`config.mk`:
```
export PLATFORM = sky130hd
export DESIGN_NAME = issue_read_operands
export DESIGN_NICKNAME = d
export VERILOG_FILES = /design/src/verilog/issue_pkg.sv /design/src/verilog/issue_hazard_check.sv /design/src/verilog/int_regfile.sv /design/src/verilog/ex_dispatch_reg.sv /design/src/verilog/issue_read_operands.sv
export SDC_FILE = /design/constraint.sdc
export NUM_CORES = 2
export LEC_CHECK = 0
export BUFFER_PORTS_ARGS = -buffer_cell sky130_fd_sc_hd__clkbuf_2
export CORE_MARGIN = 2
export CORE_UTILIZATION = 30
export DETAILED_ROUTE_END_ITERATION = 12
export PLACE_DENSITY = 0.52
export SYNTH_ARGS = -nofsm -noshare
export SYNTH_HDL_FRONTEND = slang
export SYNTH_HIERARCHICAL = 1
export SYNTH_SLANG_ARGS = --single-unit
```
`constraint.sdc`:
```
create_clock -name clk_i -period 2.1 [get_ports clk_i]
set_input_delay 0 -clock clk_i [delete_from_list [all_inputs] [get_ports clk_i]]
set_output_delay 0 -clock clk_i [all_outputs]
set_load 0.01 [all_outputs]
```
`src/verilog/issue_pkg.sv`:
```
package issue_pkg;

    // ------------------------------------------------------------
    // widths and sizes
    // ------------------------------------------------------------
    localparam int unsigned XLEN            = 32;
    localparam int unsigned REG_ADDR_W      = 5;
    localparam int unsigned NR_REGS         = 32;
    localparam int unsigned TRANS_ID_W      = 3;
    localparam int unsigned NR_COMMIT_PORTS = 2;

    // ------------------------------------------------------------
    // functional units and operations
    // ------------------------------------------------------------
    // unit that executes (or will write back) an instruction
    typedef enum logic [2:0] {
        FU_NONE, FU_ALU, FU_BRANCH, FU_LOAD, FU_STORE, FU_MULT, FU_CSR
    } fu_t;

    typedef enum logic [3:0] {
        OP_ADD, OP_SUB, OP_AND, OP_OR, OP_XOR, OP_SLL, OP_LW, OP_SW,
        OP_BEQ, OP_JAL, OP_MUL, OP_CSRRW, OP_CSRRWI
    } fu_op_t;

    // ------------------------------------------------------------
    // bundles
    // ------------------------------------------------------------
    // decoded entry handed over by the scoreboard
    typedef struct packed {
        logic [XLEN-1:0]       pc;
        logic [TRANS_ID_W-1:0] trans_id;
        fu_t                   fu;
        fu_op_t                op;
        logic [REG_ADDR_W-1:0] rs1;
        logic [REG_ADDR_W-1:0] rs2;
        logic [REG_ADDR_W-1:0] rd;
        // immediate, sign extension already done by the decoder
        logic [XLEN-1:0]       result;
        logic                  use_imm;
        logic                  use_pc;
        logic                  use_zimm;
        logic                  ex_valid;
        logic                  is_compressed;
    } sb_entry_t;

    // one writer unit per architectural register, FU_NONE when free
    typedef fu_t [NR_REGS-1:0] clobber_t;

    // operand looked up in the scoreboard
    typedef struct packed {
        logic            valid;
        logic [XLEN-1:0] data;
    } fwd_t;

    typedef struct packed {
        logic                  we;
        logic [REG_ADDR_W-1:0] waddr;
        logic [XLEN-1:0]       wdata;
    } commit_t;

    typedef commit_t [NR_COMMIT_PORTS-1:0] commit_vec_t;

    // operands and control toward execute
    typedef struct packed {
        fu_t                   fu;
        fu_op_t                op;
        logic [XLEN-1:0]       operand_a;
        logic [XLEN-1:0]       operand_b;
        logic [XLEN-1:0]       imm;
        logic [TRANS_ID_W-1:0] trans_id;
    } fu_data_t;

    // one start strobe per unit, spare only pads the struct
    typedef struct packed {
        logic spare;
        logic alu;
        logic branch;
        logic lsu;
        logic mult;
        logic csr;
    } fu_valid_t;

endpackage

```
`src/verilog/issue_hazard_check.sv`:
```
`timescale 1ns/10ps

module issue_hazard_check import issue_pkg::*; (
    input  sb_entry_t             issue_instr_i,
    input  logic                  issue_instr_valid_i,
    input  clobber_t              rd_clobber_i,
    input  fwd_t                  rs1_fwd_i,
    input  fwd_t                  rs2_fwd_i,
    input  commit_vec_t           commit_i,
    input  logic                  stall_i,
    input  logic                  flu_ready_i,
    input  logic                  lsu_ready_i,
    input  logic                  mult_busy_i,
    output logic                  issue_ack_o,
    output logic                  accept_o,
    output logic                  stall_issue_o,
    output logic                  fwd_sel_a_o,
    output logic                  fwd_sel_b_o,
    output logic [REG_ADDR_W-1:0] rs1_o,
    output logic [REG_ADDR_W-1:0] rs2_o
);

    logic fu_busy;
    logic operand_stall;

    // scoreboard lookups go out combinationally
    assign rs1_o = issue_instr_i.rs1;
    assign rs2_o = issue_instr_i.rs2;

    // ------------------------------------------------------------
    // unit readiness
    // ------------------------------------------------------------
    always_comb begin
        case (issue_instr_i.fu)
            FU_ALU, FU_BRANCH, FU_CSR, FU_MULT: fu_busy = ~flu_ready_i;
            FU_LOAD, FU_STORE:                  fu_busy = ~lsu_ready_i;
            default:                            fu_busy = 1'b0;
        endcase
    end

    // ------------------------------------------------------------
    // RAW check and forwarding
    // ------------------------------------------------------------
    always_comb begin
        operand_stall = 1'b0;
        fwd_sel_a_o   = 1'b0;
        fwd_sel_b_o   = 1'b0;
        // zimm lives in the rs1 field, so there is nothing to wait for
        if (!issue_instr_i.use_zimm && rd_clobber_i[issue_instr_i.rs1] != FU_NONE) begin
            // csr results only ever come back through the register file
            if (rs1_fwd_i.valid && rd_clobber_i[issue_instr_i.rs1] != FU_CSR) begin
                fwd_sel_a_o = 1'b1;
            end else begin
                operand_stall = 1'b1;
            end
        end
        if (rd_clobber_i[issue_instr_i.rs2] != FU_NONE) begin
            if (rs2_fwd_i.valid && rd_clobber_i[issue_instr_i.rs2] != FU_CSR) begin
                fwd_sel_b_o = 1'b1;
            end else begin
                operand_stall = 1'b1;
            end
        end
    end

    assign stall_issue_o = stall_i | operand_stall;

    // ------------------------------------------------------------
    // WAW check and ack
    // ------------------------------------------------------------
    always_comb begin
        issue_ack_o = 1'b0;
        if (issue_instr_valid_i) begin
            if (!stall_issue_o && !fu_busy) begin
                // nobody else writes rd
                if (rd_clobber_i[issue_instr_i.rd] == FU_NONE) begin
                    issue_ack_o = 1'b1;
                end
                // the pending writer retires rd in this very cycle
                for (int unsigned p = 0; p < NR_COMMIT_PORTS; p++) begin
                    if (commit_i[p].we && commit_i[p].waddr == issue_instr_i.rd) begin
                        issue_ack_o = 1'b1;
                    end
                end
            end
            // faulting or unit-less entries just drain
            if (issue_instr_i.ex_valid || issue_instr_i.fu == FU_NONE) begin
                issue_ack_o = 1'b1;
            end
        end
        // one cycle gap after a mul on the shared fixed latency writeback
        if (mult_busy_i && issue_instr_i.fu inside {FU_ALU, FU_BRANCH, FU_CSR}) begin
            issue_ack_o = 1'b0;
        end
    end

    // only real instructions get dispatched
    assign accept_o = issue_ack_o & issue_instr_valid_i & ~issue_instr_i.ex_valid;

endmodule

```
`src/verilog/int_regfile.sv`:
```
`timescale 1ns/10ps

module int_regfile import issue_pkg::*; (
    input  logic                  clk_i,
    input  logic                  rst_ni,
    input  logic [REG_ADDR_W-1:0] raddr_a_i,
    input  logic [REG_ADDR_W-1:0] raddr_b_i,
    output logic [XLEN-1:0]       rdata_a_o,
    output logic [XLEN-1:0]       rdata_b_o,
    input  commit_vec_t           commit_i
);

    // x1..x31, x0 is not stored
    logic [NR_REGS-1:1][XLEN-1:0] regs_q;
    // full view with x0 tied to zero
    logic [NR_REGS-1:0][XLEN-1:0] regs_view;

    assign regs_view = {regs_q, {XLEN{1'b0}}};

    // asynchronous read, old value during a write
    assign rdata_a_o = regs_view[raddr_a_i];
    assign rdata_b_o = regs_view[raddr_b_i];

    // ------------------------------------------------------------
    // commit write ports
    // ------------------------------------------------------------
    always_ff @(posedge clk_i or negedge rst_ni) begin
        if (!rst_ni) begin
            regs_q <= '0;
        end else begin
            // later port overrides an earlier one on the same address
            for (int unsigned p = 0; p < NR_COMMIT_PORTS; p++) begin
                if (commit_i[p].we && commit_i[p].waddr != '0) begin
                    regs_q[commit_i[p].waddr] <= commit_i[p].wdata;
                end
            end
        end
    end

endmodule

```
`src/verilog/ex_dispatch_reg.sv`:
```
`timescale 1ns/10ps

module ex_dispatch_reg import issue_pkg::*; (
    input  logic            clk_i,
    input  logic            rst_ni,
    input  logic            flush_i,
    input  sb_entry_t       issue_instr_i,
    input  logic [XLEN-1:0] rdata_a_i,
    input  logic [XLEN-1:0] rdata_b_i,
    input  fwd_t            rs1_fwd_i,
    input  fwd_t            rs2_fwd_i,
    input  logic            fwd_sel_a_i,
    input  logic            fwd_sel_b_i,
    input  logic            accept_i,
    output fu_data_t        fu_data_o,
    output fu_valid_t       fu_valid_o,
    output logic [XLEN-1:0] pc_o,
    output logic            is_compressed_instr_o
);

    logic [XLEN-1:0] operand_a_d;
    logic [XLEN-1:0] operand_b_d;
    fu_data_t        fu_data_d;
    fu_valid_t       fu_valid_d;

    // ------------------------------------------------------------
    // operand A
    // ------------------------------------------------------------
    always_comb begin
        if (issue_instr_i.use_zimm) begin
            // csr immediate, zero extended
            operand_a_d = {{(XLEN-REG_ADDR_W){1'b0}}, issue_instr_i.rs1};
        end else if (issue_instr_i.use_pc) begin
            // pc is already XLEN wide
            operand_a_d = issue_instr_i.pc;
        end else if (fwd_sel_a_i) begin
            operand_a_d = rs1_fwd_i.data;
        end else begin
            operand_a_d = rdata_a_i;
        end
    end

    // ------------------------------------------------------------
    // operand B
    // ------------------------------------------------------------
    always_comb begin
        // store data and branch compare need rs2 even with an immediate
        if (issue_instr_i.use_imm && issue_instr_i.fu != FU_STORE
                && issue_instr_i.fu != FU_BRANCH) begin
            operand_b_d = issue_instr_i.result;
        end else if (fwd_sel_b_i) begin
            operand_b_d = rs2_fwd_i.data;
        end else begin
            operand_b_d = rdata_b_i;
        end
    end

    always_comb begin
        fu_data_d.fu        = issue_instr_i.fu;
        fu_data_d.op        = issue_instr_i.op;
        fu_data_d.operand_a = operand_a_d;
        fu_data_d.operand_b = operand_b_d;
        // offset for loads, stores and branches
        fu_data_d.imm       = issue_instr_i.result;
        fu_data_d.trans_id  = issue_instr_i.trans_id;
    end

    // ------------------------------------------------------------
    // unit strobes
    // ------------------------------------------------------------
    always_comb begin
        fu_valid_d = '0;
        // flush kills whatever would start next cycle
        if (accept_i && !flush_i) begin
            case (issue_instr_i.fu)
                FU_ALU:             fu_valid_d.alu    = 1'b1;
                FU_BRANCH:          fu_valid_d.branch = 1'b1;
                FU_LOAD, FU_STORE:  fu_valid_d.lsu    = 1'b1;
                FU_MULT:            fu_valid_d.mult   = 1'b1;
                FU_CSR:             fu_valid_d.csr    = 1'b1;
                default:            fu_valid_d        = '0;
            endcase
        end
    end

    // ------------------------------------------------------------
    // ID/EX register
    // ------------------------------------------------------------
    // payload loads every cycle, execute qualifies it with the strobes
    always_ff @(posedge clk_i or negedge rst_ni) begin
        if (!rst_ni) begin
            fu_data_o             <= '{fu: FU_NONE, op: OP_ADD, default: '0};
            fu_valid_o            <= '0;
            pc_o                  <= '0;
            is_compressed_instr_o <= 1'b0;
        end else begin
            fu_data_o             <= fu_data_d;
            fu_valid_o            <= fu_valid_d;
            pc_o                  <= issue_instr_i.pc;
            is_compressed_instr_o <= issue_instr_i.is_compressed;
        end
    end

endmodule

```
`src/verilog/issue_read_operands.sv`:
```
`timescale 1ns/10ps

module issue_read_operands import issue_pkg::*; (
    input  logic                  clk_i,
    input  logic                  rst_ni,
    input  logic                  flush_i,
    input  logic                  stall_i,
    input  logic                  flu_ready_i,
    input  logic                  lsu_ready_i,
    input  sb_entry_t             issue_instr_i,
    input  logic                  issue_instr_valid_i,
    input  clobber_t              rd_clobber_i,
    input  fwd_t                  rs1_fwd_i,
    input  fwd_t                  rs2_fwd_i,
    input  commit_vec_t           commit_i,
    output logic                  issue_ack_o,
    output logic                  stall_issue_o,
    output logic [REG_ADDR_W-1:0] rs1_o,
    output logic [REG_ADDR_W-1:0] rs2_o,
    output fu_data_t              fu_data_o,
    output fu_valid_t             fu_valid_o,
    output logic [XLEN-1:0]       pc_o,
    output logic                  is_compressed_instr_o
);

    // hazard check to dispatch register
    logic            fwd_sel_a;
    logic            fwd_sel_b;
    logic            accept;
    // register file read data
    logic [XLEN-1:0] rdata_a;
    logic [XLEN-1:0] rdata_b;

    // ------------------------------------------------------------
    // issue decision
    // ------------------------------------------------------------
    // the registered mult strobe blocks fixed latency entries for a cycle
    issue_hazard_check hazard_check_inst (
        .issue_instr_i       (issue_instr_i),
        .issue_instr_valid_i (issue_instr_valid_i),
        .rd_clobber_i        (rd_clobber_i),
        .rs1_fwd_i           (rs1_fwd_i),
        .rs2_fwd_i           (rs2_fwd_i),
        .commit_i            (commit_i),
        .stall_i             (stall_i),
        .flu_ready_i         (flu_ready_i),
        .lsu_ready_i         (lsu_ready_i),
        .mult_busy_i         (fu_valid_o.mult),
        .issue_ack_o         (issue_ack_o),
        .accept_o            (accept),
        .stall_issue_o       (stall_issue_o),
        .fwd_sel_a_o         (fwd_sel_a),
        .fwd_sel_b_o         (fwd_sel_b),
        .rs1_o               (rs1_o),
        .rs2_o               (rs2_o)
    );

    // ------------------------------------------------------------
    // integer register file
    // ------------------------------------------------------------
    int_regfile regfile_inst (
        .clk_i     (clk_i),
        .rst_ni    (rst_ni),
        .raddr_a_i (issue_instr_i.rs1),
        .raddr_b_i (issue_instr_i.rs2),
        .rdata_a_o (rdata_a),
        .rdata_b_o (rdata_b),
        .commit_i  (commit_i)
    );

    // ------------------------------------------------------------
    // operand select and ID/EX register
    // ------------------------------------------------------------
    ex_dispatch_reg dispatch_reg_inst (
        .clk_i                 (clk_i),
        .rst_ni                (rst_ni),
        .flush_i               (flush_i),
        .issue_instr_i         (issue_instr_i),
        .rdata_a_i             (rdata_a),
        .rdata_b_i             (rdata_b),
        .rs1_fwd_i             (rs1_fwd_i),
        .rs2_fwd_i             (rs2_fwd_i),
        .fwd_sel_a_i           (fwd_sel_a),
        .fwd_sel_b_i           (fwd_sel_b),
        .accept_i              (accept),
        .fu_data_o             (fu_data_o),
        .fu_valid_o            (fu_valid_o),
        .pc_o                  (pc_o),
        .is_compressed_instr_o (is_compressed_instr_o)
    );

endmodule

```
# Yosys cells after proc, flatten, opt, wreduce, memory -nomap -nowiden
# Index checks and enable logic that the tools add are counted.
# W data, S select, Z words.
dict set report totals {
  regBits 1136
  inputBits 339
  out_inout_bits 157
  word_cells 142
}
dict set report classes {
  order_cmp 7
  n_eq_ne 12
  muxes 45
  n_bitwise 6
  reduce_logical 28
}
# op count
set ops {}
lappend ops {{$bwmux W992} 2}
lappend ops {{$mux W992} 2}
lappend ops {{$bmux W32 S5} 2}
lappend ops {{$demux W32 S5} 2}
lappend ops {{$mux W32} 9}
lappend ops {{$bmux W3 S5} 3}
lappend ops {{$lt A5 B6 Y1 const B} 5}
lappend ops {{$mux W1} 20}
lappend ops {{$logic_and A1 B1 Y1} 14}
lappend ops {{$eq A5 B5 Y1} 2}
lappend ops {{$ge A5 B1 Y1 const B} 2}
lappend ops {{$reduce_bool A5 Y1} 2}
lappend ops {{$eq A3 B3 Y1 const B} 3}
lappend ops {{$mux W3} 3}
lappend ops {{$ne A3 B3 Y1 const B} 3}
lappend ops {{$reduce_bool A3 Y1} 3}
lappend ops {{$eq A3 B2 Y1 const B} 2}
lappend ops {{$logic_not A3 Y1} 2}
lappend ops {{$mux W5} 1}
lappend ops {{$logic_not A1 Y1} 4}
lappend ops {{$reduce_or A4 Y1} 1}
lappend ops {{$eq A3 B1 Y1 const B} 1}
lappend ops {{$ne A3 B2 Y1 const B} 1}
lappend ops {{$not A1 Y1} 3}
lappend ops {{other kinds (5)} 6}

# Longest topological paths before layout
dict set report depth {
  ltp_word 19
  depth_mapped 14
  mapped_depth_nobuf 11
}

# Cells and area by module
# The synthesis kept the hierarchy.
# mod n_inst cells_each area_per_inst_um2
set modules_own_cells {}
lappend modules_own_cells {int_regfile 1 6684 62790.2}
lappend modules_own_cells {ex_dispatch_reg 1 342 5431.5}
lappend modules_own_cells {issue_hazard_check 1 334 2587.5}

# Least setup slack after synthesis
# Ideal clock, no wire load.
dict set report synth_timing {
  path_kind {in2reg}
  start {input port issue_instr_i[43] (netlist bit)}
  end {register, netlist name dispatch_reg_inst/fu_data_o[51]}
  setup_ps 127
  arrival_ps 2597
  path_slack_ps -624
  path_stages 12
  n_path_buf 4
  cell_sequence {buf_2 -> buf_2 -> mux2_2 -> o2111ai_1 -> o22ai_1 -> a311o_1 -> xor2_1 -> a21boi_0 -> clkbuf_1 -> buf_2 -> mux2_2 -> mux2_1}
}
dict set report synth_via {
  elab_chain_cells 8
  word_cells_on_any_way 11
  cone_classes {1 x eq/ne; 8 x mux; 2 x reduce/logical}
}
# item line
set synth_rtl {}
lappend synth_rtl {{from (decl)} issue_read_operands.sv:10} ;# input sb_entry_t issue_instr_i,
lappend synth_rtl {{$bmux W3 S5 (*)} {issue_hazard_check.sv:57, issue_hazard_check.sv:58}}
lappend synth_rtl {{$mux W3 (not written as such) (*)} {issue_hazard_check.sv:57, issue_hazard_check.sv:58}}
lappend synth_rtl {{$ne A3 B3 Y1} issue_hazard_check.sv:58} ;# if (rs2_fwd_i.valid && rd_clobber_i[issue_instr_i.rs2] != FU_CSR) begin
lappend synth_rtl {{$logic_and A1 B1 Y1} issue_hazard_check.sv:58}
lappend synth_rtl {{$mux W1} issue_hazard_check.sv:58}
lappend synth_rtl {{$mux W1 (*)} issue_hazard_check.sv:57} ;# if (rd_clobber_i[issue_instr_i.rs2] != FU_NONE) begin
lappend synth_rtl {{via fwd_sel_b} issue_read_operands.sv:28} ;# logic fwd_sel_b;
lappend synth_rtl {{$mux W32 (*)} ex_dispatch_reg.sv:51} ;# end else if (fwd_sel_b_i) begin
lappend synth_rtl {{$mux W32 (*)} ex_dispatch_reg.sv:48} ;# if (issue_instr_i.use_imm && issue_instr_i.fu != FU_STORE
lappend synth_rtl {{via dispatch_reg_inst.operand_b_d[16]} ex_dispatch_reg.sv:22} ;# logic [XLEN-1:0] operand_b_d;
# The timed path passes the listed nets; every way through them passes the cells marked *. The select of a mux whose other input is x is not followed.

# Worst setup path after layout
dict set report layout_timing {
  start {register regfile_inst/regs_q[82] (netlist bit)}
  end {register, netlist name dispatch_reg_inst/fu_data_o[53]}
}
dict set report layout_via {
  elab_chain_cells 4
}
# item line
set layout_rtl {}
lappend layout_rtl {{from (decl)} int_regfile.sv:14} ;# logic [NR_REGS-1:1][XLEN-1:0] regs_q;
lappend layout_rtl {{from (signal, indexed assignment)} int_regfile.sv:34} ;# regs_q[commit_i[p].waddr] <= commit_i[p].wdata;
lappend layout_rtl {{$bmux W32 S5} int_regfile.sv:22} ;# assign rdata_b_o = regs_view[raddr_b_i];
lappend layout_rtl {{$mux W32 (not written as such)} int_regfile.sv:22}
lappend layout_rtl {{via rdata_b[18]} issue_read_operands.sv:32} ;# logic [XLEN-1:0] rdata_b;
lappend layout_rtl {{$mux W32} ex_dispatch_reg.sv:51}
lappend layout_rtl {{$mux W32} ex_dispatch_reg.sv:48}
lappend layout_rtl {{via dispatch_reg_inst.operand_b_d[18]} ex_dispatch_reg.sv:22}
# The timed path passes the listed nets, and every way through them passes these cells. The select of a mux whose other input is x is not followed.

==> summary.txt <==
multi-input logic area = 0.0409 mm^2
sequential cell area fraction in the yosys report = 40.1%
clock tree sinks = 1136
Post-Route WL = 325000 um
vias in the first global route = 63363
Longest Clk Path Bufs = 3
Hold Slack = 0.0528 ns
R2R depth = 9
met3 routed WL = 22200 um
met2 WL = 152000 um
CTS tree = done
total global routing overflow = 0
Post-synth top flop = dfrtp_1
Final setup viols = 53
worst-path maximum fanout = 3
Via density = 5.53
failing checks = setup timing
CTS clk-pin slew, worst paths = 0.06 ns
drt wl/cell = 28.0 um
final hold violation count = 0
XOR/XNOR Fraction of Synth Area = 0.161%
worst flop-to-flop path endpoint = dispatch_reg_inst/fu_data_o[53]
min Tclk post-route = 2.43 ns
Post-synth EDFFs = 0
RSZ-0062 raised after global routing = true
Max VDD drop = 0.612 mV
most frequent cells in the layout = mux2i_1, dfrtp_1, a21oi_1
setup slack after layout = -0.333 ns
Detail Route Antenna Nets = 0
H-tree depth = 4
Max Slew Vio Count = 0
status = finished with violations
main combinational cell family by area after synthesis = multiplexers
crit path launch = regfile_inst/regs_q[82]
DR pass1 iterations = 8
gp weighted congestion = 0.937
critical path type = reg -> reg
hold path endpoint = dispatch_reg_inst/fu_data_o[41]
top sig layer = met5
slew at the pin closest to its max-slew limit = 1.27 ns
Worst R2R Start = regfile_inst/regs_q[82]
Max Cap Violations = 0
Die Area = 0.240 mm^2
I/O pin count = 496
core area = 0.235 mm^2
M1 WL = 132000 um
DRC = 0
Synth Area in Compound Gates = 13.0%
WP data arrival = 3.14 ns
clock root buffer = clkbuf_16
Rel. slew slack = 14.9%
critical path launch point type = flip-flop
Die X = 490 um
row count = 178
Worst Hold Depth = 4
ys async rst share = 100%
initial antenna violation count = 18
DP Wirelength = 210000 um
area share of and/or/nand/nor cells after synthesis = 10.3%
Post-Synth Adder-Cell Area = 0%
YS warnings = 6
Num CTS Buffers = 148
Worst Setup End Kind = flip-flop
total power = 79.5 mW
first-pass GRT wire length = 460000 um
synthesized cell area = 0.0708 mm^2
mux share of post-synthesis cell area = 31.5%
fill count = 22749
Required @ worst endpoint = 2.81 ns
Final nets = 8680
Vert. Die Dim = 490 um
mean post-synth cell area = 9.62 um^2
leakage power = 43.5 nW
power per cell area = 851 mW/mm^2
HP Start = rs2_fwd_i[6]
post-synthesis cell type count = 69
Final Cycle Share = 116%
port buffer count = 494
placed cell areas = 0.0832 mm^2
Setup Skew = 0.0430 ns
register area = 0.0284 mm^2
Syn Inst Count = 7360
Finished Cell Area = 0.0934 mm^2
layout cells sized above 1 = 24.7%
Vias = 64232
commonest non-fill, non-tap cell in the layout = mux2i_1
worst min path class = in -> reg
pin count of the biggest net entering global routing = 94
Initial Util = 30.1%
maximum clock frequency = 411 MHz
Synthesized Nets = 7699
flop-to-flop setup slack = -0.33 ns
Area Overhead vs Synth = 31.9%
total track usage = 26.2%
DRT iter0 DRCs = 6413
worst skew pair latency = 0.83 ns
Setup Total Neg Slack = -6.08 ns
Yosys reg bits = 1136
==> flip-flops by register name, summed over array words and instances (netlist names) <==
register,flops
dispatch_reg_inst/fu_data_o,106
dispatch_reg_inst/fu_valid_o,5
dispatch_reg_inst/is_compressed_instr_o,1
dispatch_reg_inst/pc_o,32
regfile_inst/regs_q,992
==> critical path, stage by stage, from the launching register on <==
cell and delay [ns]:
dfrtp_1 0.40, mux2_2 0.28, a221oi_2 0.37, nor3_4 0.09, a31oi_1 0.22, buf_4 0.19, nand3_4 0.08, buf_6 0.15
mux2_4 0.26, mux2_4 0.25
==> cell usage after synthesis (3+ instances only) <==
| cell type | instances | area share (%) |
|---|---|---|
| and3_1 | 5 | 0.044 |
| a221oi_1 | 65 | 0.80 |
| nor2_2 | 12 | 0.11 |
| clkbuf_1 | 492 | 2.6 |
| and2_1 | 5 | 0.044 |
| dfrtp_1 | 1136 | 40 |
| o41ai_1 | 4 | 0.049 |
| nand3b_1 | 3 | 0.032 |
| xnor2_1 | 4 | 0.049 |
| a22oi_1 | 278 | 2.9 |
| buf_1 | 15 | 0.080 |
| nor2b_1 | 86 | 0.76 |
| nand2b_1 | 12 | 0.11 |
| nor4_1 | 18 | 0.16 |
| buf_2 | 243 | 1.7 |
| o22ai_1 | 5 | 0.044 |
| a21boi_0 | 3 | 0.032 |
| inv_1 | 4 | 0.021 |
| o21ai_0 | 476 | 3.4 |
| a22o_1 | 8 | 0.099 |
| nor4b_1 | 12 | 0.15 |
| mux2_2 | 141 | 2.2 |
| buf_4 | 38 | 0.40 |
| nor3_2 | 3 | 0.042 |
| or2_2 | 5 | 0.044 |
| o21ai_1 | 14 | 0.099 |
| and3b_1 | 3 | 0.037 |
| a211oi_1 | 9 | 0.095 |
| nand3_1 | 202 | 1.4 |
| mux2_4 | 20 | 0.42 |
| a21oi_1 | 655 | 4.6 |
| buf_6 | 8 | 0.13 |
| mux2i_1 | 1869 | 26 |
| nor2_1 | 571 | 3.0 |
| mux4_2 | 74 | 2.4 |
| xor2_1 | 9 | 0.11 |
| nand2_1 | 671 | 3.6 |
| nor3_1 | 80 | 0.57 |
| a31oi_1 | 65 | 0.57 |
==> kinds of logic after synthesis <==
family,Yosys count
buffers and inverters,801
AO/OA/AOI/OAI,1599
other,1
XOR/XNOR,13
AND/OR/NAND/NOR,1705
multiplexers,2105
flip-flops,1136
==> area by class of cell <==
type / count / share of cell area, %
well taps: 3150 / 4.22
multi-input cells: 5424 / 43.8
repair buffers: 1627 / 16.1
clock inverters: 55 / 0.846
clock buffers: 209 / 4.55
inverters: 4 / 0.0161
diodes: 13 / 0.0348
flip-flops and latches: 1136 / 30.4
==> metrics by stage <==
stage / std cells / utilization [%] / setup slack [ns]
final: 11618 / 39.8 / -0.333
after global routing: 11615 / 39.8 / -0.316
after CTS: 11576 / 39.3 / -0.304
after detailed placement: 10984 / 35.4 / -0.880
after global placement: 10984 / 35.4 / -0.851
after floorplan: 7360 / - / -0.324
==> worst max-delay path by stage <==
| stage | endpoint | slack (ns) | cells past startpoint |
|---|---|---|---|
| 3_3_place_gp | dispatch_reg_inst/fu_valid_o[1] | -0.85 | 13 |
| 3_5_place_dp | dispatch_reg_inst/fu_valid_o[1] | -0.88 | 13 |
| 6_report | dispatch_reg_inst/fu_data_o[53] | -0.33 | 9 |
| 4_1_cts | dispatch_reg_inst/fu_data_o[54] | -0.30 | 10 |
| 2_1_floorplan | dispatch_reg_inst/fu_data_o[36] | -0.32 | 12 |
| 5_1_grt | dispatch_reg_inst/fu_data_o[53] | -0.32 | 9 |
==> what timing repair did <==
item                                    CTS  global route
buffers inserted                         11            30
cloned                                    0             8
hold buffers                            320             0
endpoints found under the hold margin  2264             0
resized for setup                       153           162
pin swaps                                45            70
setup endpoints to repair                64            71
==> where the power goes <==
part | switching, mW | total (mW) | internal, mW
Clock | 11.0 | 26.8 | 15.8
Sequential | 4.27 | 31.5 | 27.3
Combinational | 10.5 | 21.2 | 10.7
Total | 25.7 | 79.5 | 53.8
==> layer usage <==
metal,global-route usage [%],up-vias
met3,4.64,758
li1,-,28436
met1,33.1,32204
met4,14.1,8
met5,0.181,-
met2,42.4,2826
No activity file was read; power rests on OpenSTA's default activity.
